$ cat config.mk
export PLATFORM = sky130hd
export DESIGN_NAME = half_cmd_fifo
export DESIGN_NICKNAME = d
export VERILOG_FILES = /design/src/design/rv_mem_pkg.sv /design/src/design/half_cmd_fifo.sv
export VERILOG_INCLUDE_DIRS = /design/src /design/src/design
export SDC_FILE = /design/constraint.sdc
export NUM_CORES = 1
export LEC_CHECK = 0
export BUFFER_PORTS_ARGS = -buffer_cell sky130_fd_sc_hd__buf_2
export CORE_ASPECT_RATIO = 0.9
export CORE_MARGIN = 1.5
export CORE_UTILIZATION = 38
export DETAILED_ROUTE_END_ITERATION = 7
export PLACE_DENSITY_LB_ADDON = 0.3
export SLEW_MARGIN = 20
export SYNTH_ARGS = -nofsm -noshare
export SYNTH_HDL_FRONTEND = slang
export SYNTH_SLANG_ARGS = --single-unit
$ cat constraint.sdc
create_clock -name clk -period 2.43 [get_ports clk]
set_input_delay 0.3645 -clock clk [delete_from_list [all_inputs] [get_ports clk]]
set_output_delay 0.3645 -clock clk [all_outputs]
set_load 0.1 [all_outputs]
$ cat src/design/rv_mem_bridge_defs.svh
// -----------------------------
// widths and sizes shared by the
// 32-bit to 16-bit memory bridge
// -----------------------------

`ifndef RV_MEM_BRIDGE_DEFS_SVH
`define RV_MEM_BRIDGE_DEFS_SVH

// core side
`define RVB_ADDR_W 23         // byte address
`define RVB_DATA_W 32

// memory side
`define RVB_HALF_W 16
`define RVB_HADDR_W 22        // word address plus half select

// on-chip halfword memory, 1k halfwords
`define RVB_MEM_DEPTH_LOG2 10

// halfword command queue
`define RVB_FIFO_DEPTH 4

`endif

$ cat src/design/rv_mem_pkg.sv
// -----------------------------
// bridge types: opcode and state
// enums, halfword command and
// response structs
// -----------------------------
`default_nettype none

`include "rv_mem_bridge_defs.svh"

package rv_mem_pkg;

  typedef enum logic {
    OP_READ  = 1'b0,
    OP_WRITE = 1'b1
  } mem_op_e;

  // request sequencer states
  typedef enum logic [1:0] {
    SEQ_IDLE     = 2'd0,
    SEQ_ISSUE_HI = 2'd1,  // second half still to push
    SEQ_WAIT     = 2'd2   // all pushed, collecting responses
  } seq_state_e;

  // one halfword operation, 41 bits
  typedef struct packed {
    mem_op_e                 op;
    logic [`RVB_HADDR_W-1:0] haddr;  // bit 0 selects upper half
    logic [1:0]              ds;     // byte lanes, bit 1 = [15:8]
    logic [`RVB_HALF_W-1:0]  wdata;
  } half_cmd_t;

  // one halfword response, 17 bits
  typedef struct packed {
    logic                   hi;
    logic [`RVB_HALF_W-1:0] rdata;
  } half_rsp_t;

endpackage

`default_nettype wire

$ cat src/design/half_cmd_fifo.sv
// -----------------------------
// half_cmd_fifo: small synchronous
// queue of halfword commands
// -----------------------------
`timescale 1ns/1ps
`default_nettype none

`include "rv_mem_bridge_defs.svh"

module half_cmd_fifo #(
  parameter int DEPTH = `RVB_FIFO_DEPTH
) (
  input  wire                         clk,
  input  wire                         sys_resetn,
  input  wire                         i_push,
  input  wire  rv_mem_pkg::half_cmd_t i_cmd,
  input  wire                         i_pop,
  output rv_mem_pkg::half_cmd_t       o_cmd,
  output logic                        o_full,
  output logic                        o_empty
);

  import rv_mem_pkg::*;

  localparam int PTR_W = (DEPTH > 1) ? $clog2(DEPTH) : 1;
  localparam int CNT_W = $clog2(DEPTH + 1);
  localparam logic [PTR_W-1:0] LAST_PTR = PTR_W'(DEPTH - 1);
  localparam logic [CNT_W-1:0] FULL_CNT = CNT_W'(DEPTH);

  half_cmd_t        slots [DEPTH];
  logic [PTR_W-1:0] wr_ptr;
  logic [PTR_W-1:0] rd_ptr;
  logic [CNT_W-1:0] count;
  logic             do_push;
  logic             do_pop;

  assign o_full  = (count == FULL_CNT);
  assign o_empty = (count == '0);
  assign o_cmd   = slots[rd_ptr];   // head always visible

  // a full queue still takes a push when the head leaves that cycle
  assign do_push = i_push & (~o_full | i_pop);
  assign do_pop  = i_pop & ~o_empty;

  always_ff @(posedge clk) begin
    if (do_push)
      slots[wr_ptr] <= i_cmd;
  end

  always_ff @(posedge clk) begin
    if (!sys_resetn) begin
      wr_ptr <= '0;
      rd_ptr <= '0;
      count  <= '0;
    end else begin
      if (do_push)
        wr_ptr <= (wr_ptr == LAST_PTR) ? '0 : wr_ptr + 1'b1;
      if (do_pop)
        rd_ptr <= (rd_ptr == LAST_PTR) ? '0 : rd_ptr + 1'b1;

      case ({do_push, do_pop})
        2'b10:   count <= count + 1'b1;
        2'b01:   count <= count - 1'b1;
        default: count <= count;       // both or neither
      endcase
    end
  end

endmodule

`default_nettype wire

==> metrics.log <==
INFO  metric rsz0062_at_grt = no
INFO  metric synth_most_common_cell = sky130_fd_sc_hd__edfxtp_1
INFO  metric clock_skew = 5.55 ps
INFO  metric synth_compound_gate_area_share = 0.716%
INFO  metric setup.worst_path.start_class = flop
INFO  metric clock_tree_from_tritoncts = done
INFO  metric dieArea = 17,800 sq um
INFO  metric ir_worst_vdd = 0.733 mV
INFO  metric sequential_to_total_area_share_from_yosys_stat = 79.0%
INFO  metric postRouteWirelength = 10.8 mm
INFO  metric cts.repair_timing.setup_buffer_count = 0
INFO  metric dpl_worst_slack = 362 ps
INFO  metric drtIter0Drc = 186
INFO  metric placed_area = 7210 sq um
INFO  metric setup_viol = 0
INFO  metric hold_buffers = 0
INFO  metric final_cell_area = 7790 sq um
INFO  metric row_count = 45
INFO  metric numClockSinks = 173
INFO  metric antenna_found_initial = 1
INFO  metric netlist.top_cell.by_area = sky130_fd_sc_hd__edfxtp_1
INFO  metric max_cap_viol = 0
INFO  metric fillers = 1,411
INFO  metric fp.coreArea = 16,800 sq um
INFO  metric start_util = 38.5%
INFO  metric cts.root.buffer_cell = sky130_fd_sc_hd__clkbuf_16
INFO  metric synthesized_area_fraction_occupied_by_xor_and_xnor_cells = 0.271%
INFO  metric num_vias = 2,906
INFO  metric global_route.overflow_total = 0
INFO  metric grt_start_max_net_pins = 42
INFO  metric synth_enable_flop_cells = 164
INFO  metric num-nets-final = 426
INFO  metric place.detailed.hpwl = 6.08 mm
INFO  metric io-pin-count = 88
INFO  metric fin_cells = 596
INFO  metric hold_viol = 0
INFO  metric synth-simple-area-share = 1.63%
INFO  metric syn_to_final_growth = 20.4%
INFO  metric outcome = complete, no violations
INFO  metric post_synth_fa_ha_maj_area_fraction = 1.47%
INFO  metric post_synth_instance_area = 6460 sq um
INFO  metric avgSynthCellArea = 23.9 sq um
INFO  metric yosys_warnings = 0
INFO  metric tritoncts.num_buffers = 17
INFO  metric ant_nets = 0
INFO  metric final_period_utilization = 94.7%
INFO  metric min_path_type = input port to flop
INFO  metric path_clk_slew = 60 ps
INFO  metric power.density = 1260 nW/um^2
INFO  metric layout_setup_ws = 128 ps
INFO  metric buffer_ports.inserted = 87
INFO  metric wire_length_of_the_first_global_routing_pass = 17.0 mm
INFO  metric minimum_clock_period_after_layout = 2300 ps
INFO  metric top_ff_cell_synth = sky130_fd_sc_hd__edfxtp_1
INFO  metric ys_seq_elements = 173
INFO  metric wl_per_cell = 18.1 um
INFO  metric slew-limit-headroom = 65.3%
INFO  metric cts_htree_levels = 4
INFO  metric clock_latency = 410 ps
INFO  metric cts_resized = 1
INFO  metric synth_top_family_by_area = multiplexers
INFO  metric timing.critical_path.fanout_max = 19
INFO  metric arrival_worst_endpoint = 1940 ps
INFO  metric static-leakage-power = 0.00263 uW
INFO  metric cp_data_required_time = 2070 ps
INFO  metric insertedDiodeCount = 0
INFO  metric synth.top_cells.by_area = sky130_fd_sc_hd__edfxtp_1 76%, sky130_fd_sc_hd__mux4_2 14%, sky130_fd_sc_hd__dfxtp_1 2.8%
INFO  metric tightestPinTransition = 523 ps
INFO  metric postSynthCellCount = 271
INFO  metric dieHeight = 127 um
INFO  metric viasPerCell = 4.88
INFO  metric synth.net_count = 323
INFO  metric yosys-mux-area-fraction = 14.7%
INFO  metric fin_util = 46.4%
INFO  metric count_of_tritonroute_iterations_in_the_first_routing_pass = 6
INFO  metric slew_viol_final = 0
INFO  metric ys_async_sr_fraction = 0%
INFO  metric synth.lib_cells_used.distinct = 26
INFO  metric cts.path.max_buffers = 2
INFO  metric routabilityCongestion = 0.637
INFO  metric drive_above_1_share = 44.9%
INFO  metric synthTopCellsByCount = 164 x sky130_fd_sc_hd__edfxtp_1, 40 x sky130_fd_sc_hd__mux4_2, 9 x sky130_fd_sc_hd__dfxtp_1
INFO  metric gr-usage-all-layers = 13.2%
INFO  metric cp-end-kind = primary output
INFO  metric worstSetupPathType = flop to primary output
INFO  metric synth_top_area_share = 76.2%
INFO  metric fmax = 434 MHz
INFO  metric chip_width = 140 um
INFO  metric first_global_vias = 3,108
INFO  metric placed_cells_incl_taps = 566
INFO  metric drc = 0
## cell families (layout without fill, tap and decap cells)
logic type	count (synthesis)	in the layout
buffers and inverters	19	133
AO/OA/AOI/OAI	7	7
flip-flops	173	173
AND/OR/NAND/NOR	20	20
multiplexers	43	43
adder cells (fa/ha/maj)	7	7
XOR/XNOR	2	2
## critical path: stages (launching register included)
cell,delay [ps]
sky130_fd_sc_hd__dfxtp_4,360
sky130_fd_sc_hd__buf_6,280
sky130_fd_sc_hd__mux4_2,570
sky130_fd_sc_hd__buf_2,310
## worst paths after layout
check	start	cells after the start	slack [ps]	to
worst max register to register	count[2]	9	360	count[2]
worst min register to register	wr_ptr[1]	2	510	wr_ptr[1]
worst max-delay path	flop	3	130	o_cmd[33]
worst min-delay path	i_cmd[14]	1	160	slots[3][14]
## stage by stage
step / setup TNS, ps / hold WS [ps] / power, uW
global route: 0 / 147 / 10200
detailed placement: 0 / 504 / 7280
CTS: 0 / 138 / 9950
floorplan: -465 / 463 / 6770
global placement: 0 / 483 / 7260
finish: 0 / 160 / 9810
## cells in the final DEF (no fill, tap or decap), types with 2 or more instances in the layout
| cell | n |
|---|---|
| sky130_fd_sc_hd__buf_12 | 6 |
| sky130_fd_sc_hd__and2_1 | 2 |
| sky130_fd_sc_hd__clkinv_1 | 3 |
| sky130_fd_sc_hd__clkinvlp_4 | 3 |
| sky130_fd_sc_hd__inv_1 | 8 |
| sky130_fd_sc_hd__nand2_1 | 7 |
| sky130_fd_sc_hd__dfxtp_2 | 3 |
| sky130_fd_sc_hd__edfxtp_1 | 164 |
| sky130_fd_sc_hd__mux2i_1 | 2 |
| sky130_fd_sc_hd__bufinv_16 | 3 |
| sky130_fd_sc_hd__o21ai_0 | 4 |
| sky130_fd_sc_hd__nand3_1 | 2 |
| sky130_fd_sc_hd__mux4_2 | 40 |
| sky130_fd_sc_hd__and2_2 | 4 |
| sky130_fd_sc_hd__ha_1 | 5 |
| sky130_fd_sc_hd__dfxtp_1 | 5 |
| sky130_fd_sc_hd__buf_2 | 87 |
| sky130_fd_sc_hd__nor2_1 | 2 |
| sky130_fd_sc_hd__clkbuf_16 | 17 |
## power breakdown
group,internal [uW],switching (uW)
clock network,1600,1040
registers,3530,89.0
logic,804,2750
total,5930,3880
## layer usage
layer | track usage, % | share of wire (%) | vias up
li1 | - | - | 1322
met1 | 17.2 | 45 | 1500
met2 | 20.2 | 48 | 73
met3 | 4.76 | 6.2 | 9
met4 | 5.51 | 0.95 | 2
met5 | 0 | 0.12 | -
## state kept, by name, indices dropped and copies added (netlist names), named ones only
signal / count
wr_ptr: 2
rd_ptr: 2
count: 3
slots: 164
## layout make-up
class	instances	area, sq um	share of cell area [%]
sequential	173	5110	65.7
multi-input combinational	79	1230	15.8
timing repair buffer	95	574	7.38
clock buffer	18	429	5.51
tap	211	264	3.39
clock inverter	12	146	1.88
inverter	8	30.0	0.386
Note: power is estimated with default switching activity, not from simulation.
