## config.mk

```make
export PLATFORM = sky130hd
export DESIGN_NAME = rv_half_sequencer
export DESIGN_NICKNAME = d
export VERILOG_FILES = /design/src/design/rv_mem_pkg.sv /design/src/design/rv_half_sequencer.sv
export VERILOG_INCLUDE_DIRS = /design/src /design/src/design
export SDC_FILE = /design/constraint.sdc
export NUM_CORES = 1
export LEC_CHECK = 0
export ABC_AREA = 1
export BUFFER_PORTS_ARGS = -buffer_cell sky130_fd_sc_hd__buf_2
export CORE_MARGIN = 8
export CORE_UTILIZATION = 35
export CTS_BUF_LIST = sky130_fd_sc_hd__clkbuf_8
export DETAILED_ROUTE_END_ITERATION = 7
export GPL_ROUTABILITY_DRIVEN = 0
export PLACE_DENSITY_LB_ADDON = 0.08
export SYNTH_ARGS = -nofsm -noshare
export SYNTH_HDL_FRONTEND = slang
export SYNTH_SLANG_ARGS = --single-unit
```

## constraint.sdc

```tcl
create_clock -name clk -period 4.42 [get_ports clk]
set_input_delay 0.884 -clock clk [delete_from_list [all_inputs] [get_ports clk]]
set_output_delay 0.884 -clock clk [all_outputs]
set_load 0.005 [all_outputs]
```

## src/design/rv_mem_bridge_defs.svh

```systemverilog
// -----------------------------
// widths and sizes shared by the
// 32-bit to 16-bit memory bridge
// -----------------------------

`ifndef RV_MEM_BRIDGE_DEFS_SVH
`define RV_MEM_BRIDGE_DEFS_SVH

// core side
`define RVB_ADDR_W 23         // byte address
`define RVB_DATA_W 32

// memory side
`define RVB_HALF_W 16
`define RVB_HADDR_W 22        // word address plus half select

// on-chip halfword memory, 1k halfwords
`define RVB_MEM_DEPTH_LOG2 10

// halfword command queue
`define RVB_FIFO_DEPTH 4

`endif

```

## src/design/rv_mem_pkg.sv

```systemverilog
// -----------------------------
// bridge types: opcode and state
// enums, halfword command and
// response structs
// -----------------------------
`default_nettype none

`include "rv_mem_bridge_defs.svh"

package rv_mem_pkg;

  typedef enum logic {
    OP_READ  = 1'b0,
    OP_WRITE = 1'b1
  } mem_op_e;

  // request sequencer states
  typedef enum logic [1:0] {
    SEQ_IDLE     = 2'd0,
    SEQ_ISSUE_HI = 2'd1,  // second half still to push
    SEQ_WAIT     = 2'd2   // all pushed, collecting responses
  } seq_state_e;

  // one halfword operation, 41 bits
  typedef struct packed {
    mem_op_e                 op;
    logic [`RVB_HADDR_W-1:0] haddr;  // bit 0 selects upper half
    logic [1:0]              ds;     // byte lanes, bit 1 = [15:8]
    logic [`RVB_HALF_W-1:0]  wdata;
  } half_cmd_t;

  // one halfword response, 17 bits
  typedef struct packed {
    logic                   hi;
    logic [`RVB_HALF_W-1:0] rdata;
  } half_rsp_t;

endpackage

`default_nettype wire

```

## src/design/rv_half_sequencer.sv

```systemverilog
// -----------------------------
// splits core requests into
// halfword commands and
// reassembles read data
// -----------------------------
`timescale 1ns/1ps
`default_nettype none

`include "rv_mem_bridge_defs.svh"

module rv_half_sequencer (
  input  wire                       clk,
  input  wire                       sys_resetn,
  input  wire                       i_valid,
  input  wire  [`RVB_ADDR_W-1:0]    i_addr,
  input  wire  [`RVB_DATA_W-1:0]    i_wdata,
  input  wire  [3:0]                i_wstrb,
  input  wire                       i_full,
  input  wire                       i_rsp_valid,
  input  wire  rv_mem_pkg::half_rsp_t i_rsp,
  output logic                      o_push,
  output rv_mem_pkg::half_cmd_t     o_cmd,
  output logic                      o_ready,
  output logic [`RVB_DATA_W-1:0]    o_rdata
);

  import rv_mem_pkg::*;

  seq_state_e             state;
  logic                   valid_r;    // i_valid one cycle late
  logic                   pending;    // edge seen while busy
  logic [1:0]             rsp_left;   // responses still owed
  logic                   rd_r;
  logic [`RVB_HALF_W-1:0] lo_half;    // lower read half until the upper arrives

  logic      new_req;
  logic      start;
  logic      push_hi;
  logic      last_rsp;
  logic      is_wr;
  logic      hi_only;
  logic      lo_only;
  half_cmd_t cmd_lo;
  half_cmd_t cmd_hi;

  assign new_req  = i_valid & ~valid_r;
  assign start    = (state == SEQ_IDLE) & (new_req | pending);
  assign push_hi  = (state == SEQ_ISSUE_HI) & ~i_full;
  assign last_rsp = i_rsp_valid & (rsp_left == 2'd1);

  // zero strobe means read
  assign is_wr   = |i_wstrb;
  assign hi_only = is_wr & (i_wstrb[1:0] == 2'b00);
  assign lo_only = is_wr & (i_wstrb[3:2] == 2'b00);

  // core holds address and data until o_ready
  always_comb begin
    cmd_lo.op    = is_wr ? OP_WRITE : OP_READ;
    cmd_lo.haddr = {i_addr[`RVB_ADDR_W-1:2], 1'b0};
    cmd_lo.ds    = is_wr ? i_wstrb[1:0] : 2'b11;
    cmd_lo.wdata = i_wdata[15:0];

    cmd_hi.op    = is_wr ? OP_WRITE : OP_READ;
    cmd_hi.haddr = {i_addr[`RVB_ADDR_W-1:2], 1'b1};
    cmd_hi.ds    = is_wr ? i_wstrb[3:2] : 2'b11;
    cmd_hi.wdata = i_wdata[31:16];
  end

  always_ff @(posedge clk) begin
    if (!sys_resetn) begin
      state    <= SEQ_IDLE;
      valid_r  <= 1'b0;
      pending  <= 1'b0;
      rsp_left <= 2'd0;
      o_push   <= 1'b0;
      o_ready  <= 1'b0;
    end else begin
      valid_r <= i_valid;
      o_push  <= 1'b0;
      o_ready <= 1'b0;

      if (start)
        pending <= 1'b0;
      else if (new_req)
        pending <= 1'b1;     // served after the current request

      if (i_rsp_valid)
        rsp_left <= rsp_left - 2'd1;

      case (state)
        SEQ_IDLE: begin
          if (start) begin
            o_push   <= 1'b1;
            rsp_left <= (hi_only | lo_only) ? 2'd1 : 2'd2;
            state    <= (hi_only | lo_only) ? SEQ_WAIT : SEQ_ISSUE_HI;
          end
        end
        SEQ_ISSUE_HI: begin
          if (push_hi) begin
            o_push <= 1'b1;
            state  <= SEQ_WAIT;
          end
        end
        SEQ_WAIT: begin
          if (last_rsp) begin
            o_ready <= 1'b1;
            state   <= SEQ_IDLE;
          end
        end
        default: state <= SEQ_IDLE;
      endcase
    end
  end

  // command payload and read assembly
  always_ff @(posedge clk) begin
    if (start) begin
      o_cmd <= hi_only ? cmd_hi : cmd_lo;
      rd_r  <= ~is_wr;
    end else if (push_hi) begin
      o_cmd <= cmd_hi;
    end

    if (i_rsp_valid && !i_rsp.hi)
      lo_half <= i_rsp.rdata;

    // reads end on the upper half; writes leave o_rdata alone
    if (last_rsp && rd_r)
      o_rdata <= {i_rsp.rdata, lo_half};
  end

endmodule

`default_nettype wire

```

==> reports/qor.txt <==
Most common cell after layout, fill and taps aside -> buf_2
Total global routing overflow -> 0
Port buffer count -> 153
Area of the multi-input gates -> 570.5 um2
Total DRC errors in the routed layout -> 0
Post-Layout Inst Area -> 4682 um2
Hold violation count in the final report -> 0
Cell type with the largest total area after synthesis -> edfxtp_1
Final clock skew -> 0.01005 ns
Number of optimization iterations in the first detailed-route pass -> 4
Setup Total Neg Slack -> 0 ns
Largest delay share family, worst path -> buffers and inverters
Slack of the critical path -> 2.393 ns
Wire length after detailed routing -> 7.981 mm
Number of max-slew violations in the final report -> 0
Tmin final -> 2.027 ns
Die boundary height -> 117.4 um
Total clock buffers created by CTS -> 9
Root buffer cell -> clkbuf_8
Launching element type of the critical path -> input pin
Count of hold-fix buffers inserted at cts -> 0
Worst skew pair latency -> 0.36 ns
Number of nets in the synthesized netlist -> 330
Cell type of the slowest stage on the worst timing path -> inv_2
Relative slew slack -> 35.31%
Post-synthesis to final-layout area growth -> 30.20%
Met3 layer wire length in the routed design -> 623 um
Overall routing resource usage -> 11.65%
Top cells by area, synth -> edfxtp_1, nand2_1, dfxtp_1, inv_1, o21ai_1
Worst-path fanout max -> 37
Most used cells in the layout excluding fill and tap cells -> buf_2, edfxtp_1, nand2_1
Switching component of the power -> 493.3 uW
Pin count of the biggest net entering global routing -> 42
Post-DRT Antenna Nets -> 0
Cell area reported after detailed placement -> 4497 um2
Die outline area -> 13770 um2
Die width -> 117.4 um
Post-layout util -> 46.18%
IR drop worst, VDD -> 0.1985 mV
Core Area -> 10140 um2
Floorplan row count -> 37
Max-cap violation count -> 0
Antenna violations before repair -> 1
Share of power burned in the clock network -> 28.4%
Wire length per cell after detailed routing -> 14.62 um
Sequential cell area fraction in the yosys report -> 79.61%
Register area -> 2863 um2
Share of post-route cells with drive strength above 1 -> 45.37%
Synthesized netlist cell count -> 246
Vias per std cell -> 4.225
Worst path required time -> 4.52 ns
Critical Path Sink Type -> register
Buffers inserted by post-CTS timing repair -> 0
Classification of the worst-slack hold path -> register to register
Arrival time at the worst endpoint -> 2.13 ns
Wire length of the first global-routing pass -> 12.57 mm
Count of yosys warnings during synthesis -> 0
Clock tree from TritonCTS -> done
Vias -> 2307
Internal power contribution -> 1425 uW
Transition time of the tightest slew-check pin -> 0.9669 ns
Setup repair after global routing missed its margin -> no
Post-synth top area share -> 75.16%
Largest stage delay, worst path -> 0.40 ns
Nets -> 489
Met2 Routed Length -> 3.916 mm
1st-iter DRT viols -> 131
Detail Placement HPWL -> 5.784 mm
Setup WS pre-CTS -> 1.982 ns
Average instance area after synthesis -> 14.62 um2
Combined area of all synthesized cells -> 3596 um2
Antenna cells -> 0
Final setup violation count -> 0
Sequential power share -> 59.1%
Met1 Wirelength -> 3.273 mm
Clk sink count -> 98
Count of pins on the block boundary -> 156
Type of the worst setup path -> input pin to register
Run status -> complete, no violations
Top metal layer carrying routed signals -> met5
Yosys reg bits -> 98
Quantity of gates resized following cts -> 0
Post-layout power -> 1918 uW
Clock Path Buffers -> 2
Lkg Pwr -> 0.001998 uW
Highest achievable clock rate -> 493.3 MHz
Htree depth -> 3
Share of total power consumed by net switching -> 25.72%
Vias in the first global route -> 2329
Count of filler cells inserted in the layout -> 948
Final worst-path cycle share -> 45.86%
CP Buf/Inv Count -> 3
Effective utilization at floorplan -> 35.47%
Clock slew seen by the registers of the worst setup and hold paths -> 0.09 ns
Logic pwr share -> 12.5%
Synth unique cells -> 23
Crit path cell chain -> buf_2, nor2_1, inv_1, ha_1, inv_2, o21ai_0, nand2_1, o21ai_2
Pwr dens -> 409.6 nW/um2
stage by stage:
step / hold WS, ns / std cells
3_5_place_dp: 0.4052 / 530
2_1_floorplan: 0.4003 / 246
3_3_place_gp: 0.4004 / 530
4_1_cts: 0.4281 / 546
5_1_grt: 0.4321 / 546
6_report: 0.4269 / 546
cells in the mapped netlist (all sizes together):
| cell | n |
|---|---|
| buf | 6 |
| ha | 3 |
| nor3 | 2 |
| nand3 | 3 |
| a21oi | 3 |
| dfxtp | 8 |
| o21ai | 40 |
| xor2 | 1 |
| nand2 | 48 |
| nand3b | 1 |
| inv | 30 |
| clkbuf | 1 |
| edfxtp | 90 |
| nor2 | 10 |
logic make-up after synthesis:
group,after synthesis,share of synthesized area [%]
adder cells (fa/ha/maj),3,1.044
flip-flops,98,79.61
XOR/XNOR,1,0.2436
AND/OR/NAND/NOR,64,7.725
AO/OA/AOI/OAI,43,6.715
buffers and inverters,37,4.662
per-layer routing:
metal  up-vias  global-route usage (%)
met3        13                   4.988
met1      1035                   12.80
met2        87                   19.19
met5         -                       0
met4         2                   5.272
li1       1170                       -
state kept, by name (all words and copies together), names as in the netlist:
| register | flops |
|---|---|
| o_rdata | 32 |
| rd_r | 1 |
| o_push | 1 |
| pending | 1 |
| o_cmd | 41 |
| lo_half | 16 |
| state | 2 |
| o_ready | 1 |
| rsp_left | 2 |
| valid_r | 1 |
cell type report:
cell class / count / area share (%)
Clock buffer: 9 / 2.646
Inverter: 30 / 2.405
Timing Repair Buffer: 155 / 16.68
Tap cell: 136 / 3.634
Multi-Input combinational cell: 111 / 12.19
Sequential cell: 98 / 61.14
Clock inverter: 7 / 1.309
power groups by stage:
stage / Clock, uW / Sequential, uW / Combinational (uW)
6_report: 545 / 1130 / 239
5_1_grt: 605 / 1140 / 272
4_1_cts: 566 / 1140 / 248
3_5_place_dp: 0 / 1160 / 248
3_3_place_gp: 0 / 1150 / 244
2_1_floorplan: 0 / 1170 / 119
final timing paths:
check	from	to	slack, ns	depth (start not counted)
worst min-delay path	lo_half[7]$_DFFE_PP_	o_rdata[7]$_DFFE_PP_	0.43	0
worst max register to register	state[0]$_SDFFE_PN0P_	o_cmd[36]$_DFFE_PP_	2.67	2
worst min register to register	lo_half[7]$_DFFE_PP_	o_rdata[7]$_DFFE_PP_	0.43	0
worst max-delay path	i_wstrb[3]	o_cmd[15]$_DFFE_PP_	2.39	8
worst register-to-register path, delay by kind of cell (launching register included):
kind | cells | cell delay (ns)
flip-flops | 1 | 0.46
AND/OR/NAND/NOR | 2 | 0.89
Power figures use the tool's default switching activity.
